### src/lcu_sao_pkg.sv
// widths, FSM state enum, phase lengths and packed structs of the SAO stage
`default_nettype none

package lcu_sao_pkg;

    // ********************
    // widths
    // ********************
    localparam int PIC_W        = 8;                 // lcu coordinate
    localparam int PIX_W        = 8;                 // one pixel
    localparam int PIX_PER_WORD = 16;                // pixels per data word

    typedef logic [PIX_PER_WORD*PIX_W-1:0] pix_word_t;  // pixel k at [8k+7:8k]

    // band offset parameter, 17 bits
    typedef struct packed {
        logic [4:0]      band_pos;                   // first of four bands
        logic [3:0][2:0] off;                        // signed, off[i] for band_pos+i
    } sao_param_t;

    // lcu position in the picture, totals are the last index
    typedef struct packed {
        logic [PIC_W-1:0] mb_x;
        logic [PIC_W-1:0] mb_y;
        logic [PIC_W-1:0] mb_x_total;
        logic [PIC_W-1:0] mb_y_total;
    } lcu_pos_t;

    // ********************
    // sequencer
    // ********************
    typedef enum logic [1:0] {
        ST_IDLE,
        ST_LOAD,                                     // param capture, line ram access
        ST_OUTLT,                                    // border words of earlier lcus
        ST_OUT                                       // words of the current lcu
    } lcu_state_e;

    localparam int LOAD_LEN  = 2;
    localparam int OUTLT_LEN = 64;
    localparam int OUT_LEN   = 256;

    typedef logic [7:0] cnt_t;

    typedef struct packed {
        logic prev;                                  // 1: word sent during OUTLT
        cnt_t cnt;
    } pix_idx_t;

endpackage

`default_nettype wire
### src/sao_band_apply.sv
// SAO band offset add with clipping, strobe/index delay line and output register stage
`timescale 1ns/1ps
`default_nettype none

module sao_band_apply (
    input  wire logic                     clk,
    input  wire logic                     rst_n,
    input  wire logic                     pix_ren_i,
    input  wire lcu_sao_pkg::pix_idx_t    pix_idx_i,
    input  wire logic                     last_i,
    input  wire lcu_sao_pkg::sao_param_t  sel_param_i,   // one cycle after ren
    input  wire lcu_sao_pkg::pix_word_t   pix_rdata_i,   // one cycle after ren
    output logic                          db_wen_o,
    output lcu_sao_pkg::pix_idx_t         db_widx_o,
    output lcu_sao_pkg::pix_word_t        db_wdata_o,
    output logic                          done_o
);

    logic                   ren_d1;
    logic                   last_d1;
    lcu_sao_pkg::pix_idx_t  idx_d1;
    lcu_sao_pkg::pix_word_t sao_word;

    // band offset on one pixel, clipped to 0..255
    function automatic logic [7:0] band_off(
        input logic [7:0]              pix,
        input lcu_sao_pkg::sao_param_t prm
    );
        logic [4:0] rel;
        logic [2:0] off;
        logic [9:0] sum;
        begin
            rel = pix[7:3] - prm.band_pos;       // wraps mod 32
            off = prm.off[rel[1:0]];
            sum = {2'b00, pix} + {{7{off[2]}}, off};
            if (rel >= 5'd4)
                band_off = pix;                  // outside the four bands
            else if (sum[9])
                band_off = 8'd0;                 // below zero
            else if (sum[8])
                band_off = 8'd255;
            else
                band_off = sum[7:0];
        end
    endfunction

    // ********************
    // data path
    // ********************
    always_comb begin
        for (int k = 0; k < lcu_sao_pkg::PIX_PER_WORD; k++) begin
            sao_word[k*lcu_sao_pkg::PIX_W +: lcu_sao_pkg::PIX_W] =
                band_off(pix_rdata_i[k*lcu_sao_pkg::PIX_W +: lcu_sao_pkg::PIX_W], sel_param_i);
        end
    end

    always_ff @(posedge clk) begin
        idx_d1     <= pix_idx_i;
        db_widx_o  <= idx_d1;
        db_wdata_o <= sao_word;                  // second stage
    end

    // ********************
    // control delay
    // ********************
    always_ff @(posedge clk or negedge rst_n) begin
        if (!rst_n) begin
            ren_d1   <= 1'b0;
            last_d1  <= 1'b0;
            db_wen_o <= 1'b0;
            done_o   <= 1'b0;
        end else begin
            ren_d1   <= pix_ren_i;
            last_d1  <= last_i;
            db_wen_o <= ren_d1;                  // ren + 2
            done_o   <= last_d1;                 // with the final write
        end
    end

endmodule

`default_nettype wire

### config.mk
export PLATFORM = sky130hd
export DESIGN_NAME = sao_band_apply
export DESIGN_NICKNAME = d
export VERILOG_FILES = /design/src/lcu_sao_pkg.sv /design/src/sao_band_apply.sv
export SDC_FILE = /design/constraint.sdc
export NUM_CORES = 1
export LEC_CHECK = 0
export ABC_CLOCK_PERIOD_IN_PS = 800
export CORE_MARGIN = 5
export CORE_UTILIZATION = 50
export DETAILED_ROUTE_END_ITERATION = 16
export DONT_BUFFER_PORTS = 1
export PLACE_DENSITY = 0.7
export SLEW_MARGIN = 10
export SYNTH_ARGS = -nofsm -noshare
export SYNTH_HDL_FRONTEND = slang
export SYNTH_SLANG_ARGS = --single-unit
export TNS_END_PERCENT = 1
### constraint.sdc
create_clock -name clk -period 0.8 [get_ports clk]
set_input_delay 0.16 -clock clk [delete_from_list [all_inputs] [get_ports clk]]
set_output_delay 0.16 -clock clk [all_outputs]
set_load 0.1 [all_outputs]
Yosys cells after proc, flatten, opt, wreduce, memory -nomap -nowiden
Index checks and enable logic that the tools add are counted.
- $add $sub $neg: 32
- order comparisons: 32
- mux-type cells: 80
- operators by type and width (cell ; number):
    8-bit two-way mux ; 48
    9-bit by 3-bit adder with 10-bit output ; 16
    3-bit binary-select mux with 2-bit select ; 16
    5-bit by 3-bit greater-or-equal comparator with 1-bit output, second input constant ; 16
    5-bit subtractor ; 16
    2-bit by 3-bit < comparator with 1-bit output, second input constant ; 16
    3-bit two-way mux ; 16
- register bits after elaboration: 150
- output and inout port bits: 139

Longest topological paths before layout
- depth in word-level cells: 7
- mapped depth: 14

Worst setup path after synthesis
Ideal clock, no wire load.
- path type: input to register
- from: in sel_param_i[13] (netlist name)
- to: reg db_wdata_o[120]
- setup time: 117 ps
- data arrival time: 3808 ps
- required time: 683 ps
- path slack: -3125 ps
- cell stages on the path: 10
- buffers on the path: 0
- cell sequence: inv_1 fa_1 mux4_2 ha_1 a21o_1 a221o_1 a41oi_2 xor2_2 nand2b_1 a22o_1
- word-level cells in the longest chain between the ends: 7
- elaborated cells between the ends (all ways): 8
- RTL lines (element ; RTL line ; source):
    from (decl) ; sao_band_apply.sv:11 ; input wire lcu_sao_pkg::sao_param_t sel_param_i,
    5-bit subtractor (*) ; sao_band_apply.sv:33 ; rel = pix[7:3] - prm.band_pos;
    3-bit binary-select mux with 2-bit select ; sao_band_apply.sv:34 ; off = prm.off[rel[1:0]];
    3-bit two-way mux (not written as such) ; sao_band_apply.sv:34 ;
    9-bit by 3-bit adder with 10-bit output ; sao_band_apply.sv:35 ; sum = {2'b00, pix} + {{7{off[2]}}, off};
    8-bit two-way mux ; sao_band_apply.sv:40 ; else if (sum[8])
    8-bit two-way mux ; sao_band_apply.sv:38 ; else if (sum[9])
    8-bit two-way mux (*) ; sao_band_apply.sv:36 ; if (rel >= 5'd4)
    named net sao_word[120] ; sao_band_apply.sv:22 ; lcu_sao_pkg::pix_word_t sao_word;
    to (signal assigned) ; sao_band_apply.sv:60 ; db_wdata_o <= sao_word;
    to (decl) ; sao_band_apply.sv:15 ; output lcu_sao_pkg::pix_word_t db_wdata_o,
Mark *: on every way through the listed nets, which the timed path passes. The rest lies on a longest branch. The select of a mux whose other input is x is not followed.

Final worst setup path
- from: in sel_param_i[13] (netlist name)
- to: reg db_wdata_o[70]
Same word-level chain as after synthesis.

==> results.json <==
{
  "status": "finished with violations",
  "violations": "setup timing",
  "clock_skew_ns": 0.00181,
  "via_count": 16978,
  "place_ws_ns": -2.52,
  "drtIter0Drc": 1717,
  "peakVddDrop_mv": 2.20,
  "die_area_um2": 32700,
  "synth_simple_gate_area_frac": 0.102,
  "die_y_um": 181,
  "setup_viol": 267,
  "syn_to_final_growth_pct": 66.6,
  "overflow": 0,
  "final_cell_mix": "buf_4, ha_1, buf_12, dlygate4sd3_1, dfxtp_2",
  "wl_per_cell_um": 26.4,
  "placedCellCount": 2397,
  "synth_xor_area_frac": 0.113,
  "core_area_um2": 28800,
  "synth_cells": 1494,
  "crit_arrival_ns": 3.42,
  "rsz0062_at_grt": "yes",
  "hpwl_um": 37500,
  "pwr-share-seq": 0.165,
  "synth_seq_area_share": 0.207,
  "syn_nets": 1908,
  "yosysTopAreaCellShare": 0.200,
  "routed.top_layer": "met5",
  "layout_min_cycle_time_ns": 3.07,
  "clk_latency_ns": 0.47,
  "rows": 62,
  "crit_path_start_kind": "primary input",
  "htreeDepth": 4,
  "synth-adder-area-share": 0.236,
  "yosysTopAreaCell": "dfxtp_1",
  "crit_chain": "clkinvlp_4 -> buf_12 -> fa_1 -> mux4_2 -> ha_1 -> a21oi_1 -> o21ai_1 -> buf_4 -> a31oi_1 -> xor2_1 -> nand2_1 -> a22o_1",
  "swShare": 0.468,
  "cts-buffers-inserted": 17,
  "drive_above_1_share": 0.425,
  "clockRootBuffer": "clkbuf_16",
  "powerDensity_nw_per_um2": 2480,
  "critical_path.max_fanout": 10,
  "global_route.usage.total": 0.380,
  "synthMuxAreaShare": 0.0742,
  "power_frac_clock": 0.148,
  "clock.fmax_mhz": 326,
  "ys.warnings.count": 0,
  "slowest_stage": "fa_1",
  "routed_wl_um": 68800,
  "synth_compound_area_frac": 0.229,
  "via_per_inst": 6.51,
  "synthTopCellsByArea": "dfxtp_1, ha_1, a22o_1, mux4_2, xnor2_1",
  "slew_violations": 0,
  "clk_pin_slew_ns": 0.07,
  "hold_ws_ns": 0.0425,
  "ys_seq_elements": 150,
  "p_switching_mw": 28.2,
  "criticalPathCategory": "in2reg",
  "synth_area_um2": 14600,
  "postRouteAntennaNets": 0,
  "gp_congestion": 0.935,
  "post_dp_cell_area_um2": 21000,
  "power.leakage_nw": 11.1,
  "worstHoldPathType": "in2reg",
  "slew_headroom": 0.615,
  "synth.avg_cell_area_um2": 9.76,
  "drc_errors": 0,
  "die_w_um": 181,
  "end_kind": "register",
  "wl_met2_um": 33500,
  "start_util": 0.507,
  "drtPass1Iterations": 6,
  "first_global_vias": 18020,
  "ys_types": 34,
  "layout.nets": 2615,
  "cts_sinks": 150,
  "finalCritPeriodShare": 3.84,
  "met3WireLength_um": 6900,
  "p_int_mw": 32.1,
  "drt-met1-wl_um": 22200,
  "fillers": 1274,
  "grt_max_degree": 17,
  "synth_top_family_by_area": "adder cells",
  "combPwrFrac": 0.686,
  "slowest_delay_ns": 0.55,
  "io_pins": 297,
  "cts_buffer_depth": 2,
  "layout_commonest_cell": "buf_4",
  "antenna_found_initial": 5,
  "cts_tree": "yes",
  "hold_viol": 0,
  "drv_cap": 0,
  "cp.required_ns": 1.15,
  "finalNonFillerCells": 2606,
  "finalInstanceArea_um2": 24300,
  "worst_slack_ns": -2.27,
  "grt_first_pass_wirelength_um": 98800,
  "portBuffers": 0,
  "worst_pin_slew_ns": 0.575
}
==> timing repair <==
action	4_1_cts	5_1_grt
setup endpoints to repair	267	267
gates resized for setup	224	79
buffers inserted	24	5
cloned	0	1
hold endpoints to repair	143	0
hold buffers	141	0
pin swaps	62	49
==> routing by layer <==
metal / GRT usage / vias up
met4: 0.273 / 2
met1: 0.386 / 7986
met5: 0 / -
met2: 0.672 / 1455
met3: 0.102 / 555
li1: - / 6980
==> final timing paths <==
path	start	endpoint	slack, ns	cells past startpoint
setup / recovery	sel_param_i[13]	db_wdata_o[70]	-2.27	12
hold / removal	pix_rdata_i[32]	db_wdata_o[32]	0.04	3
setup reg to reg	ren_d1	db_wen_o	0.30	0
hold reg to reg	idx_d1[0]	db_widx_o[0]	0.33	0
max in group asynchronous	rst_n	last_d1	0.09	2
min in group asynchronous	rst_n	db_wen_o	0.52	2
==> per-stage QoR <==
| step | setup TNS, ns | power [mW] | util |
|---|---|---|---|
| 3_5_place_dp | -309.95 | 45.3 | 0.730 |
| 2_1_floorplan | -398.71 | 31.7 | - |
| 3_3_place_gp | -297.62 | 44.0 | 0.730 |
| 6_report | -313.85 | 60.3 | 0.844 |
| 4_1_cts | -295.42 | 56.4 | 0.828 |
| 5_1_grt | -323.00 | 62.3 | 0.843 |
==> cells in the mapped netlist <==
| cell type | n |
|---|---|
| nand2_1 | 142 |
| o21ai_2 | 1 |
| xor2_1 | 63 |
| a21oi_1 | 63 |
| and3_2 | 1 |
| a22o_1 | 128 |
| mux4_2 | 48 |
| dfrtp_1 | 4 |
| inv_1 | 131 |
| buf_6 | 1 |
| ha_1 | 224 |
| dfxtp_1 | 146 |
| fa_1 | 32 |
| nor3b_1 | 16 |
| a221o_1 | 33 |
| nor2b_1 | 32 |
| nand3_1 | 16 |
| a31oi_1 | 48 |
| a21o_1 | 64 |
| and4_1 | 15 |
| a21boi_0 | 32 |
| nor2_2 | 16 |
| o21ai_0 | 31 |
| and2b_1 | 2 |
| a41oi_2 | 16 |
| and4_2 | 1 |
| nand2b_1 | 16 |
| clkbuf_1 | 12 |
| and2_1 | 16 |
| buf_4 | 1 |
| and3_1 | 15 |
| xnor2_1 | 96 |
| xor2_2 | 16 |
| o211ai_1 | 16 |
==> registers in the layout, indices dropped and copies added (netlist names) <==
register,flops
db_wdata_o,128
db_wen_o,1
db_widx_o,9
done_o,1
idx_d1,9
last_d1,1
ren_d1,1
==> kinds of logic after synthesis <==
group | count (synthesis)
buf+inv | 145
flops | 150
mux | 48
simple gates | 288
compound gates | 432
xor+xnor | 175
fa+ha+maj | 256
==> final cells by class <==
type	instances	area, um2	share of cell area
multi-input cells	1200	12000	0.494
repair buffers	701	7490	0.308
flip-flops and latches	150	3200	0.132
inverters	131	495	0.0204
well taps	384	480	0.0198
clock buffers	19	443	0.0182
clock inverters	13	169	0.00695
diodes	8	20.0	0.000824
==> power groups by stage <==
stage                     clock network [mW]  registers [mW]  logic (mW)
after floorplan                            0            17.3        14.4
after global placement                     0            9.76        34.3
after detailed placement                   0            9.79        35.5
after CTS                               8.69            9.90        37.8
after global routing                    9.21            10.0        43.1
final                                   8.94            9.98        41.4
==> worst max-delay path: cells and delay by family <==
kind                     cells  cell delay, ns
adder cells (fa/ha/maj)      2            0.96
AO/OA/AOI/OAI                4            0.90
multiplexers                 1            0.51
buffers and inverters        3            0.46
XOR/XNOR                     1            0.29
AND/OR/NAND/NOR              1            0.15
Power figures use the tool's default switching activity.
