**config.mk**
```make
export PLATFORM = sky130hd
export DESIGN_NAME = lcu_sao_seq
export DESIGN_NICKNAME = d
export VERILOG_FILES = /design/src/lcu_sao_pkg.sv /design/src/lcu_sao_seq.sv
export SDC_FILE = /design/constraint.sdc
export NUM_CORES = 1
export LEC_CHECK = 0
export ABC_AREA = 1
export BUFFER_PORTS_ARGS = -buffer_cell sky130_fd_sc_hd__buf_2
export CORE_MARGIN = 8
export CORE_UTILIZATION = 54
export DETAILED_ROUTE_END_ITERATION = 7
export PLACE_DENSITY = 0.93
export SLEW_MARGIN = 40
export SYNTH_ARGS = -nofsm -noshare
export SYNTH_HDL_FRONTEND = slang
export SYNTH_SLANG_ARGS = --single-unit
```
**constraint.sdc**
```tcl
create_clock -name clk -period 3.5 [get_ports clk]
set_input_delay 0 -clock clk [delete_from_list [all_inputs] [get_ports clk]]
set_output_delay 0 -clock clk [all_outputs]
set_load 0.01 [all_outputs]
```
**src/lcu_sao_pkg.sv**
```systemverilog
// widths, FSM state enum, phase lengths and packed structs of the SAO stage
`default_nettype none

package lcu_sao_pkg;

    // ********************
    // widths
    // ********************
    localparam int PIC_W        = 8;                 // lcu coordinate
    localparam int PIX_W        = 8;                 // one pixel
    localparam int PIX_PER_WORD = 16;                // pixels per data word

    typedef logic [PIX_PER_WORD*PIX_W-1:0] pix_word_t;  // pixel k at [8k+7:8k]

    // band offset parameter, 17 bits
    typedef struct packed {
        logic [4:0]      band_pos;                   // first of four bands
        logic [3:0][2:0] off;                        // signed, off[i] for band_pos+i
    } sao_param_t;

    // lcu position in the picture, totals are the last index
    typedef struct packed {
        logic [PIC_W-1:0] mb_x;
        logic [PIC_W-1:0] mb_y;
        logic [PIC_W-1:0] mb_x_total;
        logic [PIC_W-1:0] mb_y_total;
    } lcu_pos_t;

    // ********************
    // sequencer
    // ********************
    typedef enum logic [1:0] {
        ST_IDLE,
        ST_LOAD,                                     // param capture, line ram access
        ST_OUTLT,                                    // border words of earlier lcus
        ST_OUT                                       // words of the current lcu
    } lcu_state_e;

    localparam int LOAD_LEN  = 2;
    localparam int OUTLT_LEN = 64;
    localparam int OUT_LEN   = 256;

    typedef logic [7:0] cnt_t;

    typedef struct packed {
        logic prev;                                  // 1: word sent during OUTLT
        cnt_t cnt;
    } pix_idx_t;

endpackage

`default_nettype wire
```
**src/lcu_sao_seq.sv**
```systemverilog
// per-LCU phase FSM with cycle counter, pixel read strobe and last pulse
`timescale 1ns/1ps
`default_nettype none

module lcu_sao_seq (
    input  wire logic                    clk,
    input  wire logic                    rst_n,
    input  wire logic                    start_i,     // only taken in idle
    output lcu_sao_pkg::lcu_state_e      state_o,
    output lcu_sao_pkg::cnt_t            cnt_o,
    output logic                         pix_ren_o,
    output lcu_sao_pkg::pix_idx_t        pix_idx_o,
    output logic                         last_o       // final OUT cycle
);

    lcu_sao_pkg::lcu_state_e state_r, state_nxt;
    lcu_sao_pkg::cnt_t       cnt_r, cnt_nxt;

    // ********************
    // next state
    // ********************
    always_comb begin
        state_nxt = state_r;
        cnt_nxt   = cnt_r + 8'd1;                    // counts within a phase
        case (state_r)
            lcu_sao_pkg::ST_IDLE: begin
                cnt_nxt = '0;
                if (start_i)
                    state_nxt = lcu_sao_pkg::ST_LOAD;
            end
            lcu_sao_pkg::ST_LOAD: begin
                if (cnt_r == lcu_sao_pkg::cnt_t'(lcu_sao_pkg::LOAD_LEN - 1)) begin
                    state_nxt = lcu_sao_pkg::ST_OUTLT;
                    cnt_nxt   = '0;
                end
            end
            lcu_sao_pkg::ST_OUTLT: begin
                if (cnt_r == lcu_sao_pkg::cnt_t'(lcu_sao_pkg::OUTLT_LEN - 1)) begin
                    state_nxt = lcu_sao_pkg::ST_OUT;
                    cnt_nxt   = '0;
                end
            end
            default: begin                           // ST_OUT
                if (cnt_r == lcu_sao_pkg::cnt_t'(lcu_sao_pkg::OUT_LEN - 1)) begin
                    state_nxt = lcu_sao_pkg::ST_IDLE;
                    cnt_nxt   = '0;
                end
            end
        endcase
    end

    always_ff @(posedge clk or negedge rst_n) begin
        if (!rst_n) begin
            state_r <= lcu_sao_pkg::ST_IDLE;
            cnt_r   <= '0;
        end else begin
            state_r <= state_nxt;
            cnt_r   <= cnt_nxt;
        end
    end

    assign state_o        = state_r;
    assign cnt_o          = cnt_r;
    // one read per cycle in both output phases
    assign pix_ren_o      = (state_r == lcu_sao_pkg::ST_OUTLT) || (state_r == lcu_sao_pkg::ST_OUT);
    assign pix_idx_o.prev = (state_r == lcu_sao_pkg::ST_OUTLT);
    assign pix_idx_o.cnt  = cnt_r;
    assign last_o = (state_r == lcu_sao_pkg::ST_OUT) &&
                    (cnt_r == lcu_sao_pkg::cnt_t'(lcu_sao_pkg::OUT_LEN - 1));

    // counter stays inside the current phase
    a_cnt_in_phase : assert property (@(posedge clk) disable iff (!rst_n)
        ((state_r != lcu_sao_pkg::ST_IDLE)  || (cnt_r == '0)) &&
        ((state_r != lcu_sao_pkg::ST_LOAD)  || (cnt_r < lcu_sao_pkg::LOAD_LEN)) &&
        ((state_r != lcu_sao_pkg::ST_OUTLT) || (cnt_r < lcu_sao_pkg::OUTLT_LEN)));

endmodule

`default_nettype wire

```
# After elaboration in Yosys (flattened, before gate mapping)
# Cells that the tools add are included.
# word_totals
ff_bits,10
input_bits,3
output_inout_bits,21
elab_cells,26
# classes
n_addsub,1
n_eq_ne,9
muxes,9
reduce_logical,5
# ops
cell,n
two-way mux 8 bit,3
one-hot mux 8 bit (3 select lines),1
"adder 8 x 1 -> 8 bit, second input constant",1
"== test 8 x 1 -> 1 bit, second input constant",1
"== test 8 x 6 -> 1 bit, second input constant",1
"== test 8 bit, second input constant",1
two-way mux 2 bit,4
one-hot mux 2 bit (3 select lines),1
"== test 2 bit, second input constant",2
"inequality test 2 bit, second input constant",2
AND reduction 4 bit,1
nonzero test 4 bit,1
"== test 2 x 1 -> 1 bit, second input constant",1
zero test 2 bit,1
"inequality test 2 x 1 -> 1 bit, second input constant",1
logical AND 1 bit,1
logical OR 1 bit,1

# Longest topological paths before layout
# depth
ltp_word,3
ltp_mapped,9

# Least setup slack after synthesis
# Ideal clock, no wire load.
# synth_timing
path_kind,reg2reg
from,"register cnt_r[0], in the netlist cnt_o[0]"
to,"register state_r[0], in the netlist state_o[0]"
setup_ns,0.121
arrival_ns,1.268
required_time_ns,3.379
slack_ns,2.111
stages_incl_launch_ff,9
synth_period_minus_slack_ns,1.389
path_cell_list,dfrtp_1 ha_1 nand2_1 nor2_2 nand3_1 nand2_1 nand2_1 o21bai_1 nand2_1
# synth_between
elab_chain_cells,3
# synth_rtl
item,line,source
start: declaration,lcu_sao_seq.sv:17,"lcu_sao_pkg::cnt_t cnt_r, cnt_nxt;"
start signal: assignment,lcu_sao_seq.sv:58,cnt_r <= cnt_nxt;
== test 8 x 1 -> 1 bit (tied with other cells),lcu_sao_seq.sv:32,if (cnt_r == lcu_sao_pkg::cnt_t'(lcu_sao_pkg::LOAD_LEN - 1)) begin
inequality test 2 bit (no line) (tied with other cells),n/a,
AND reduction 4 bit (no line) (*),n/a,
end signal: assignment,lcu_sao_seq.sv:54,state_r <= lcu_sao_pkg::ST_IDLE;
end signal: assignment,lcu_sao_seq.sv:57,state_r <= state_nxt;
end: declaration,lcu_sao_seq.sv:16,"lcu_sao_pkg::lcu_state_e state_r, state_nxt;"
# Mark *: on every way between the ends. The rest lies on a longest branch, timed or not.
# A chain may end at the register's enable or synchronous reset.

# Worst setup path in the final report
# layout_timing
from,"register cnt_r[0], in the netlist cnt_o[0]"
to,"register state_r[1], in the netlist state_o[1]"
# Same word-level chain as after synthesis.

==> results.py <==
metrics = {
    "run_status": {
        "status": "complete, no violations",
    },
    "global_routing": {
        "grt_start_max_net_pins": 11,
        "grt_antenna_before_repair": 0,
        "grt_busiest_layer": "met2",
        "overflow": 0,
        "grt_pass1_vias": 700,
        "grt_use_met2_pct": 20.03,
        "grt.met1_usage_pct": 13.61,
        "grt_usage_pct": 12.00,
        "met3_usage_pct": 5.708,
        "grt_pass1_wl_um": 3111,
    },
    "yosys": {
        "synth_seq_cells": 10,
        "synth_nets": 131,
        "seq_area_frac_synth_pct": 30.08,
        "synth_cell_types": 18,
        "netlist_area_sq_um": 832.0,
        "yosys_warnings": 0,
        "synth_cells": 122,
        "avgSynthCellArea_sq_um": 6.820,
    },
    "critical_path": {
        "cp_max_fo": 6,
        "cp_data_arrival_time_ns": 1.70,
        "r2r_start": "cnt_o[0]",
        "crit_path_start": "cnt_o[0]",
        "worst_path_max_delay_cell": "dfrtp_1",
        "crit_chain": "ha_1, nand2_1, nor2_2, nand3_1, nand2_1, nand2_1, o21bai_1, nand2_1",
        "crit_top_cell": "nand2_1",
        "criticalPathCategory": "reg2reg",
        "critPathCaptureType": "register",
        "critPathLaunchType": "register",
        "cp.required_ns": 3.64,
        "critical_path.max_stage_delay_ns": 0.43,
    },
    "timing": {
        "worst_slack_ns": 1.932,
        "fin_crit_sh_pct": 44.81,
        "finalClockSkew_ns": 0.01120,
        "tightest_slew_ns": 0.2369,
        "setup_viol": 0,
        "rsz0062_at_grt": "false",
        "timing.final.hold_violations": 0,
        "relSlewSlack_pct": 84.21,
        "period_minus_slack_ns": 1.568,
        "final.setup.tns_ns": 0,
        "max_freq_ghz": 0.6377,
        "drv_slew": 0,
    },
    "cells_and_area": {
        "insertedDiodeCount": 0,
        "drive_gt1_share_pct": 26.24,
        "area_growth_pct": 12.93,
        "nNetsFinal": 152,
        "stdcell_count": 157,
        "fillerInstances": 133,
    },
    "worst_hold_path": {
        "hold_class": "in2async",
    },
    "floorplanning": {
        "io_pins": 24,
        "dieArea_sq_um": 3053,
        "die_w_um": 55.26,
        "start_util_pct": 56.55,
        "core-area_sq_um": 1471,
        "rows": 14,
        "die_h_um": 55.26,
    },
    "power": {
        "p_leak_uw": 0.0005796,
        "seqPwrFrac_pct": 59.5,
        "p_per_area_nw_per_um2": 206.7,
        "pwr-share-clk_pct": 38.4,
        "switching_share_pct": 19.37,
        "cellInternalPower_uw": 156.6,
        "combPwrFrac_pct": 2.1,
        "vdd_drop_max_mv": 0.2594,
        "netSwitchingPower_uw": 37.61,
    },
    "clocking": {
        "insertion_delay_ns": 0.26,
        "cts_setup_buffers": 0,
        "cts_resized": 0,
        "clk_pin_slew_ns": 0.06,
        "ctsHoldBuffers": 1,
        "clockBufferDepth": 2,
        "clock-sinks": 10,
        "cts_tree": "yes",
        "cts_buffers": 3,
        "root_buffer": "clkbuf_4",
        "cts_htree_levels": 1,
    },
    "detailed_routing": {
        "dr.pass1.iters": 5,
        "viasPerCell": 4.898,
        "drt_first_iter_violations": 32,
        "wirelength_um": 1779,
        "wl_per_cell_um": 11.33,
        "ant_nets": 0,
        "drc": 0,
        "vias": 769,
    },
    "placement": {
        "portBuffers": 23,
        "globalplace.congestion": 0.8344,
        "post-place-ws_ns": 1.968,
        "placedCellCount": 153,
        "place_hpwl_um": 1412,
    },
    "flow_run": {
        "cap_violations": 0,
    },
}
layer usage:
layer  vias up  share of wire (%)
li1        398                  -
met1       334                 44
met2        31                 47
met3         6                7.8
met4         0                1.3
met5         -                  0
power by group through the flow:
stage	Clock (uW)	Combinational (uW)	Sequential [uW]
global placement	0	3.15	118
detailed placement	0	3.44	118
global route	84.3	4.81	115
floorplan	0	0.00645	118
CTS	78.6	4.31	116
finish	74.5	4.08	116
registers in the layout, summed over array words and instances (netlist names):
signal / flops
state_o: 2
cnt_o: 8
stage by stage:
step	util (%)	hold slack, ns	total power, uW	area, sq um
2_1_floorplan	-	-0.2956	117.8	832.0
3_3_place_gp	61.65	-0.1332	120.9	907.1
3_5_place_dp	61.65	-0.1229	121.2	907.1
4_1_cts	63.86	0.1385	198.4	939.7
5_1_grt	63.86	0.1623	204.6	939.7
6_report	63.86	0.1268	194.2	939.7
layout by cell type (no fill, tap or decap):
cell	synthesis	final
nor3_1	2	2
inv_1	24	24
o21bai_1	2	2
a21oi_1	1	1
dfrtp_1	10	10
nand2_1	30	30
nor2_1	11	11
clkbuf_4	0	3
nand2_2	3	3
nand2_4	1	1
nand3_1	13	13
nor2_4	1	1
xnor2_1	1	1
ha_1	6	6
inv_2	1	1
dlygate4sd3_1	0	1
o21ai_0	1	1
nor2_2	5	5
xor2_1	2	2
buf_2	0	23
cells by family after synthesis:
kind of cell / Yosys count / share of synthesized area, %
fa+ha+maj: 6 / 9.022
compound gates: 4 / 3.006
xor+xnor: 3 / 3.158
buf+inv: 33 / 18.50
flops: 10 / 30.08
simple gates: 66 / 36.24
synth_stat cells, drive strengths merged:
cell type / count / area (sq um)
a21oi: 1 / 5.000
o21bai: 2 / 15.01
nand2: 34 / 142.6
o21ai: 1 / 5.000
xnor2: 1 / 8.760
ha: 6 / 75.07
nor2: 17 / 83.83
xor2: 2 / 17.52
dfrtp: 10 / 250.2
buf: 8 / 60.06
nor3: 2 / 10.01
inv: 25 / 93.84
nand3: 13 / 65.06
worst max-delay path, delay by kind of cell, from the launching register on:
| family | cells | cell delay [ns] |
|---|---|---|
| AO/OA/AOI/OAI | 1 | 0.15 |
| AND/OR/NAND/NOR | 6 | 0.63 |
| flip-flops | 1 | 0.43 |
| adder cells (fa/ha/maj) | 1 | 0.23 |
cell type report:
| type | instances | area (sq um) | share of cell area [%] |
|---|---|---|---|
| multi-input cells | 79 | 427.9 | 45.54 |
| flip-flops and latches | 10 | 250.2 | 26.63 |
| repair buffers | 24 | 125.1 | 13.32 |
| inverters | 25 | 93.84 | 9.987 |
| clock buffers | 3 | 22.52 | 2.397 |
| well taps | 16 | 20.02 | 2.130 |
final timing paths:
check                        endpoint  slack [ns]  cells after the start
max                        state_o[1]        1.93                      8
min                          cnt_o[3]        0.13                      2
max reg2reg                state_o[1]        1.93                      8
min reg2reg                  cnt_o[6]        0.68                      3
max in group asynchronous  state_o[0]        3.17                      2
min in group clk           state_o[0]        0.21                      6
No activity file was read; power rests on OpenSTA's default activity.
