`config.mk`:
```
export PLATFORM = sky130hd
export DESIGN_NAME = sao_neighbor_sel
export DESIGN_NICKNAME = d
export VERILOG_FILES = /design/src/lcu_sao_pkg.sv /design/src/sao_neighbor_sel.sv /design/src/sao_line_ram.sv
export SDC_FILE = /design/constraint.sdc
export NUM_CORES = 2
export LEC_CHECK = 0
export BUFFER_PORTS_ARGS = -buffer_cell sky130_fd_sc_hd__buf_4
export CAP_MARGIN = 20
export CORE_MARGIN = 2
export CORE_UTILIZATION = 37
export DETAILED_ROUTE_END_ITERATION = 6
export PLACE_DENSITY_LB_ADDON = 0.3
export RECOVER_POWER = 25
export SYNTH_ARGS = -nofsm -noshare
export SYNTH_HDL_FRONTEND = slang
export SYNTH_MEMORY_MAX_BITS = 65536
export SYNTH_SLANG_ARGS = --single-unit
```
`constraint.sdc`:
```
create_clock -name clk -period 5.1 [get_ports clk]
set_input_delay 1.02 -clock clk [delete_from_list [all_inputs] [get_ports clk]]
set_output_delay 1.02 -clock clk [all_outputs]
set_load 0.05 [all_outputs]
```
`src/lcu_sao_pkg.sv`:
```
// widths, FSM state enum, phase lengths and packed structs of the SAO stage
`default_nettype none

package lcu_sao_pkg;

    // ********************
    // widths
    // ********************
    localparam int PIC_W        = 8;                 // lcu coordinate
    localparam int PIX_W        = 8;                 // one pixel
    localparam int PIX_PER_WORD = 16;                // pixels per data word

    typedef logic [PIX_PER_WORD*PIX_W-1:0] pix_word_t;  // pixel k at [8k+7:8k]

    // band offset parameter, 17 bits
    typedef struct packed {
        logic [4:0]      band_pos;                   // first of four bands
        logic [3:0][2:0] off;                        // signed, off[i] for band_pos+i
    } sao_param_t;

    // lcu position in the picture, totals are the last index
    typedef struct packed {
        logic [PIC_W-1:0] mb_x;
        logic [PIC_W-1:0] mb_y;
        logic [PIC_W-1:0] mb_x_total;
        logic [PIC_W-1:0] mb_y_total;
    } lcu_pos_t;

    // ********************
    // sequencer
    // ********************
    typedef enum logic [1:0] {
        ST_IDLE,
        ST_LOAD,                                     // param capture, line ram access
        ST_OUTLT,                                    // border words of earlier lcus
        ST_OUT                                       // words of the current lcu
    } lcu_state_e;

    localparam int LOAD_LEN  = 2;
    localparam int OUTLT_LEN = 64;
    localparam int OUT_LEN   = 256;

    typedef logic [7:0] cnt_t;

    typedef struct packed {
        logic prev;                                  // 1: word sent during OUTLT
        cnt_t cnt;
    } pix_idx_t;

endpackage

`default_nettype wire
```
`src/sao_neighbor_sel.sv`:
```
// current, top, left and top-left SAO parameter registers, window flags and priority select
`timescale 1ns/1ps
`default_nettype none

module sao_neighbor_sel #(
    parameter int ADDR_W = 8
) (
    input  wire logic                     clk,
    input  wire logic                     rst_n,
    input  wire lcu_sao_pkg::lcu_state_e  state_i,
    input  wire lcu_sao_pkg::cnt_t        cnt_i,
    input  wire lcu_sao_pkg::lcu_pos_t    pos_i,
    input  wire lcu_sao_pkg::sao_param_t  sao_param_i,
    output lcu_sao_pkg::sao_param_t       sel_param_o   // lines up with pixel data
);

    logic                    in_load;
    logic                    in_outlt;
    logic                    in_out;
    logic                    x_nz, y_nz;        // not first column / row
    logic                    x_last, y_last;    // last column / row
    logic                    out_end;

    logic                    ram_en, ram_we;
    logic [ADDR_W-1:0]       ram_addr;
    lcu_sao_pkg::sao_param_t ram_rdata;

    lcu_sao_pkg::sao_param_t curr_r, top_r, left_r, tl_r;
    logic                    tl_v, left_v, top_v, curr_v;

    assign in_load  = (state_i == lcu_sao_pkg::ST_LOAD);
    assign in_outlt = (state_i == lcu_sao_pkg::ST_OUTLT);
    assign in_out   = (state_i == lcu_sao_pkg::ST_OUT);
    assign x_nz     = (pos_i.mb_x != '0);
    assign y_nz     = (pos_i.mb_y != '0);
    assign x_last   = (pos_i.mb_x == pos_i.mb_x_total);
    assign y_last   = (pos_i.mb_y == pos_i.mb_y_total);
    assign out_end  = in_out && (cnt_i == lcu_sao_pkg::cnt_t'(lcu_sao_pkg::OUT_LEN - 1));

    // ********************
    // line ram access
    // ********************
    // cnt 0 reads the slot of the lcu above, cnt 1 writes current back
    assign ram_en   = in_load;
    assign ram_we   = in_load && cnt_i[0];
    assign ram_addr = ADDR_W'(pos_i.mb_x);

    sao_line_ram #(
        .ADDR_W (ADDR_W)
    ) u_line_ram (
        .clk     (clk),
        .en_i    (ram_en),
        .we_i    (ram_we),
        .addr_i  (ram_addr),
        .wdata_i (curr_r),
        .rdata_o (ram_rdata)
    );

    // ********************
    // parameter registers
    // ********************
    always_ff @(posedge clk or negedge rst_n) begin
        if (!rst_n) begin
            curr_r <= '0;
            top_r  <= '0;
            left_r <= '0;
            tl_r   <= '0;
        end else begin
            if (in_load && (cnt_i == 8'd0))
                curr_r <= sao_param_i;           // held until next lcu
            if (in_load && (cnt_i == 8'd1))
                top_r  <= ram_rdata;             // read issued at cnt 0
            if (out_end) begin
                left_r <= curr_r;
                if (y_nz)
                    tl_r <= top_r;
            end
        end
    end

    // ********************
    // windows
    // ********************
    always_ff @(posedge clk or negedge rst_n) begin
        if (!rst_n) begin
            tl_v   <= 1'b0;
            left_v <= 1'b0;
            top_v  <= 1'b0;
            curr_v <= 1'b0;
        end else begin
            tl_v   <= in_outlt && (cnt_i == 8'd48) && x_nz && y_nz;
            // words 0..15, last word only in the last row
            left_v <= in_outlt && (cnt_i[7:4] == 4'd0) &&
                      (y_last || (x_nz && (cnt_i[3:0] != 4'hf)));
            top_v  <= in_outlt && (cnt_i[7:4] == 4'd2) && y_nz;   // 32..47
            // right column and bottom row wait for the next lcu unless at the edge
            curr_v <= in_out &&
                      !((cnt_i[3:0] == 4'hf) && !x_last) &&
                      !((cnt_i[7:4] == 4'hf) && !y_last);
        end
    end

    // priority select
    always_comb begin
        if (tl_v)
            sel_param_o = tl_r;
        else if (left_v)
            sel_param_o = left_r;
        else if (top_v)
            sel_param_o = top_r;
        else if (curr_v)
            sel_param_o = curr_r;
        else
            sel_param_o = '0;                    // no change to pixels
    end

    // windows are disjoint in cnt, so the priority never has to decide
    a_one_window : assert property (@(posedge clk) disable iff (!rst_n)
        $onehot0({tl_v, left_v, top_v, curr_v}));

endmodule

`default_nettype wire

```
`src/sao_line_ram.sv`:
```
// single-port line RAM of SAO parameters, one word per LCU column, registered read
`timescale 1ns/1ps
`default_nettype none

module sao_line_ram #(
    parameter int ADDR_W = 8
) (
    input  wire logic                  clk,
    input  wire logic                  en_i,
    input  wire logic                  we_i,     // 1: write, 0: read
    input  wire logic [ADDR_W-1:0]     addr_i,   // lcu column
    input  wire lcu_sao_pkg::sao_param_t wdata_i,
    output lcu_sao_pkg::sao_param_t    rdata_o
);

    lcu_sao_pkg::sao_param_t mem [2**ADDR_W];

    // ********************
    // port
    // ********************
    always_ff @(posedge clk) begin
        if (en_i) begin
            if (we_i)
                mem[addr_i] <= wdata_i;
            else
                rdata_o <= mem[addr_i];      // one cycle latency
        end
    end

    // control must be known whenever the port might act
    a_ctrl_known : assert property (@(posedge clk)
        !$isunknown(en_i) && (!en_i || !$isunknown(we_i)));

endmodule

`default_nettype wire

```
=== After elaboration in Yosys (flattened, before gate mapping) ===
Memory sizes are Yosys's and may differ from the RTL's. A register that Yosys moved wholly into a read port is not among the register bits.
Index checks and enable logic that the tools add are counted.

* Input bits: 61
* Memory bits (writable): 4352
* Register bits after elaboration: 72
* Output and inout port bits: 17
* Memories kept: 1

* Reduce and logical (&&, ||, !) cells: 27
* Bitwise logic cells: 1
* Muxes and demuxes: 7
* Eq/ne operators: 12

{| class="wikitable"
|+ Memory list
! name !! depth !! width !! rd ports !! clocked after memory_dff !! write ports !! RTL line !! RTL
|-
| u_line_ram.mem || 256 || 17 || 1 || 1 || 1 || sao_line_ram.sv:16 || <nowiki>lcu_sao_pkg::sao_param_t mem [2**ADDR_W];</nowiki>
|}

{| class="wikitable"
|+ Operator list
! cell !! count
|-
| 17-bit 2-to-1 mux || 4
|-
| 8-bit == test || 2
|-
| 1-bit logical AND || 16
|-
| 8-bit nonzero test || 2
|-
| 4-bit == test, second input constant || 2
|-
| 8-bit by 1-bit == test with 1-bit output, second input constant || 1
|-
| 8-bit by 6-bit == test with 1-bit output, second input constant || 1
|-
| 8-bit == test, second input constant || 1
|-
| 8-bit logical NOT || 1
|-
| 2-bit == test, second input constant || 2
|-
| 4-bit by 2-bit == test with 1-bit output, second input constant || 1
|-
| 1-bit logical NOT || 4
|-
| 4-bit logical NOT || 1
|-
| 4-bit inequality test, second input constant || 1
|-
| 2-bit AND reduction || 2
|-
| 1-bit 2-to-1 mux || 3
|-
| 2-bit by 1-bit == test with 1-bit output, second input constant || 1
|-
| 1-bit logical OR || 1
|-
| 1-bit NOT || 1
|}

=== Depth between registers and ports, before layout ===
* Depth in word-level cells: 6
* Depth in mapped cells: 9

=== Cells and area by module ===
A second synthesis with hierarchy kept.

* Cells, all modules: 7381
* Area, all modules: 168517.9 µm²

{| class="wikitable"
|+ By module, submodules not included
! module !! cells each !! instances !! area each (µm²)
|-
| sao_line_ram || 7106 || 1 || 165029.5
|-
| sao_neighbor_sel || 275 || 1 || 3488.3
|}

=== Worst setup path after synthesis ===
Ideal clock, no wire load.

* Kind: register -> output
* Start: reg curr_r[16] (netlist name)
* End: out sel_param_o[16] (netlist name)
* Arrival: 4.776 ns
* Buffers on the path: 0
* Path slack: -0.696 ns
* Stages on the path, launching flop included: 5
* Data required time: 4.080 ns
* Path through: dfrtp_1 a22oi_1 nor2_1 a21oi_1 o21ai_0

{| class="wikitable"
|+ RTL lines
! what !! RTL line !! RTL
|-
| start: declaration || sao_neighbor_sel.sv:28 || <nowiki>lcu_sao_pkg::sao_param_t curr_r, top_r, left_r, tl_r;</nowiki>
|-
| start signal: assignment || sao_neighbor_sel.sv:70 || <nowiki>curr_r <= sao_param_i;</nowiki>
|-
| end: declaration || sao_neighbor_sel.sv:14 || <nowiki>output lcu_sao_pkg::sao_param_t sel_param_o</nowiki>
|}

=== Worst setup path after layout ===
* Start: in pos_i[26] (netlist name)
* End: mem u_line_ram.mem[32][8] (netlist name) (enable)

{| class="wikitable"
|+ RTL lines
! what !! RTL line !! RTL
|-
| start: declaration || sao_neighbor_sel.sv:12 || <nowiki>input wire lcu_sao_pkg::lcu_pos_t pos_i,</nowiki>
|-
| end: declaration || sao_line_ram.sv:16 ||
|}

No word-level cell before the write port.

==> results by group <==
Yosys
  • Synth warnings: 0
  • Syn Inst Count: between 7000 and 8000
  • #FFs+latches synth: between 4000 and 5000
  • Synthesized net count: ~7500
  • Main synth FF type: edfxtp_1
  • Async SR Flop Fraction: 0.01621
  • Cell variety after synth: 34
  • Post-synthesis sequential area ratio: 0.7899
  • Post-synth EDFFs: between 4000 and 5000
  • Synth Area per Inst: about 23 um2
  • Cell area after synthesis: around 170000 um2

Worst setup path
  • Critical path's largest stage delay: 1.22 ns
  • Critical path launch point: pos_i[26]
  • Reg2reg end: u_line_ram.mem[235][1]
  • Cell Chain, Critical Path: buf_4, nor2_1, clkbuf_1, nand2_2, buf_4, nor2_1, buf_4
  • Slowest cell on the critical path: nor2_1
  • CP startpoint kind: input port
  • Worst Path Arrival: approximately 5.4 ns
  • WP data required: between 5 and 6 ns
  • Max FO, Critical Path: 14
  • CP most frequent cell: buf_4
  • FF-to-FF setup slack: 0.51 ns
  • Setup crit end kind: flop
  • FF-to-FF path depth: 2
  • Crit path kind: input port to flop
  • Critical R2R Launch: curr_r[1]

Place
  • Inst Count DP: between 10000 and 15000
  • HPWL Detailed: 278900 um
  • RePlAce Congestion: ~0.8
  • Port buffer count: 77

Detailed routing
  • ANT nets after route: 0
  • Routed wl met2: 223700 um
  • Metal3 WL: approximately 36000 um
  • Routed vias: approximately 83000
  • WL final: around 470000 um
  • Drt wl/cell: between 30 and 40 um
  • DRC Markers: 0
  • First-pass detailed-route iteration total: 7
  • Top sig layer: met5
  • Met1 wire length: about 190000 um
  • Drt first-iter violations: 10660
  • Vias per inst: 5.721

Min path
  • WHS Endpoint: curr_r[14]
  • Worst hold path cell count: 2
  • Min-delay src: sao_param_i[14]
  • Worst min path class: input port to flop

Clock network
  • Worst-case clock buffer depth: 4
  • Post-CTS Setup Repair Bufs: 0
  • CTS root buffer: clkbuf_16
  • CTS tree: yes
  • Clock Latency Late Sink: 1.01 ns
  • Clock sink total: approximately 4400
  • Post-CTS sizing: 0
  • Hold-fix buffer count after cts: 0
  • Cts bufs inserted: 446
  • H-Tree Depth: 5
  • Worst-path clk slew: about 0.060 ns

Timing
  • Slew @ Worst Pin: ~3.9 ns
  • RSZ-0062 raised after global routing: no
  • Setup tns final: 0 ns
  • Final Hold Fails: 0
  • Period utilisation layout: 0.9247
  • Minimum clock period: 4.716 ns
  • Skew final: 0.07307 ns
  • Setup Viol. Count Final: 0
  • Slew Viols, Final: roughly 1600
  • Fmax: approximately 0.21 GHz
  • Slew HR: -1.582

Floorplan
  • Initial Utilization: 0.3719
  • Rows: around 250
  • Full die area: around 460000 um2
  • DIE HEIGHT: around 680 um
  • Ports: roughly 80
  • Die width: slightly below 700 um
  • Core area: 452800 um2

Power
  • Final Power: ~0.075 W
  • Maximum vdd ir drop: between 0.3 and 0.4 mV
  • Pwr per Cell Area: 382.7 nW/um2
  • Leak pwr: roughly 65 nW

Outcome
  • Status: finished with violations
  • Failing checks: max-capacitance violations, max-slew violations

Global routing
  • Largest net degree at the start of global routing: 182
  • Vias in the first global route: between 80000 and 90000
  • Global route total overflow: 0
  • Antenna violations before repair: 30
  • Total GRT Usage: 0.1979
  • First-pass GRT wire length: between 600000 and 700000 um

Finish
  • Filler instances: approximately 38000
  • Share of layout cells above drive strength 1: 0.3036
  • Area Overhead vs Synth: 15.77%
  • Final Util: 0.4305
  • Post-Layout Cell Count: between 10000 and 15000
  • Fin nets: slightly above 8000

Flow run
  • # Max-Cap Violations: 27
[routing by layer]
layer  global-route usage  up-vias
li1                     -    33270
met1               0.2775    45300
met2               0.3194     3695
met3              0.03129      653
met4              0.06096        8
met5                    0        -
[critical path: cells and delay by family]
family,cells,cell delay [ns]
and+or+nand+nor,3,2.37
buffers and inverters,4,1.94
[report_power, final]
group	switching (W)	internal (W)	total [W]
clock	0.0138	0.0180	0.0318
combinational	0.00183	0.00110	0.00293
sequential	0.0000588	0.0398	0.0399
[state kept, by name (all words and copies together), names as in the netlist]
| signal | cells |
|---|---|
| curr_r | 17 |
| curr_v | 1 |
| left_r | 17 |
| left_v | 1 |
| tl_r | 17 |
| tl_v | 1 |
| top_r | 17 |
| top_v | 1 |
| u_line_ram.mem | 4352 |
| u_line_ram.rdata_o | 17 |
[worst max path at each step]
stage / end / slack (ns) / cells past startpoint
2_1_floorplan: sel_param_o[15] / 0.70 / 4
3_3_place_gp: u_line_ram.rdata_o[8] / -0.67 / 8
6_report: u_line_ram.mem[32][8] / 0.38 / 7
5_1_grt: u_line_ram.mem[235][1] / 0.29 / 2
3_5_place_dp: u_line_ram.rdata_o[0] / 0.04 / 9
4_1_cts: sel_param_o[10] / 0.52 / 7
[cell type report]
| cell class | count | area (um2) | area share |
|---|---|---|---|
| Antenna cell | 33 | 82.58 | 0.0004236 |
| Clock buffer | 549 | 11750 | 0.06026 |
| Clock inverter | 270 | 2390 | 0.01226 |
| Multi-Input combinational cell | 2502 | 33910 | 0.1740 |
| Sequential cell | 4441 | 133000 | 0.6824 |
| Tap cell | 5976 | 7477 | 0.03836 |
| Timing Repair Buffer | 724 | 6305 | 0.03234 |
[logic make-up (layout without fill, tap and decap cells)]
logic type             count (synthesis)  count (layout)  share of synthesized area
other                                  0              33                          0
multiplexers                        1156            1156                     0.1501
AO/OA/AOI/OAI                        937             937                    0.03769
flip-flops                          4441            4441                     0.7899
buffers and inverters                455            1543                    0.01184
XOR/XNOR                              16              16                  0.0008323
AND/OR/NAND/NOR                      393             393                   0.009697
[through the flow]
| stage | cell area (um2) | hold slack (ns) | setup WS [ns] |
|---|---|---|---|
| 2_1_floorplan | 168400 | 0.4555 | 0.6964 |
| 3_3_place_gp | 180800 | 0.4677 | -0.6668 |
| 3_5_place_dp | 180900 | 0.4648 | 0.04287 |
| 4_1_cts | 195000 | 0.1158 | 0.5248 |
| 5_1_grt | 194900 | 0.2277 | 0.2854 |
| 6_report | 194900 | 0.2463 | 0.3839 |
[synth_stat cells, types with 9 or more instances]
master,n,share of area
a21oi_1,292,0.0087
mux4_2,1088,0.15
buf_6,9,0.00060
nand2_1,53,0.0012
buf_4,31,0.0014
nor2_1,283,0.0063
mux2_2,58,0.0039
clkbuf_1,303,0.0068
buf_1,30,0.00067
buf_2,82,0.0024
mux2_1,10,0.00067
a22oi_1,560,0.025
o21ai_0,17,0.00051
dfrtp_1,72,0.011
edfxtp_1,4369,0.78
nand4_1,22,0.00082
o41ai_1,68,0.0035
[layout by cell type (no fill, tap or decap), drive strengths merged, types with 7 or more instances in the layout]
| cell type | instances |
|---|---|
| mux2 | 68 |
| a21oi | 292 |
| o21ai | 17 |
| a22oi | 560 |
| clkbuf | 580 |
| buf | 693 |
| xor2 | 8 |
| clkinv | 211 |
| diode | 33 |
| inv | 9 |
| nand2 | 53 |
| dfrtp | 72 |
| nor2 | 283 |
| nor2b | 7 |
| bufinv | 33 |
| nand4 | 22 |
| xnor2 | 8 |
| clkinvlp | 17 |
| edfxtp | 4369 |
| o41ai | 68 |
| mux4 | 1088 |
Note: power is estimated with default switching activity, not from simulation.
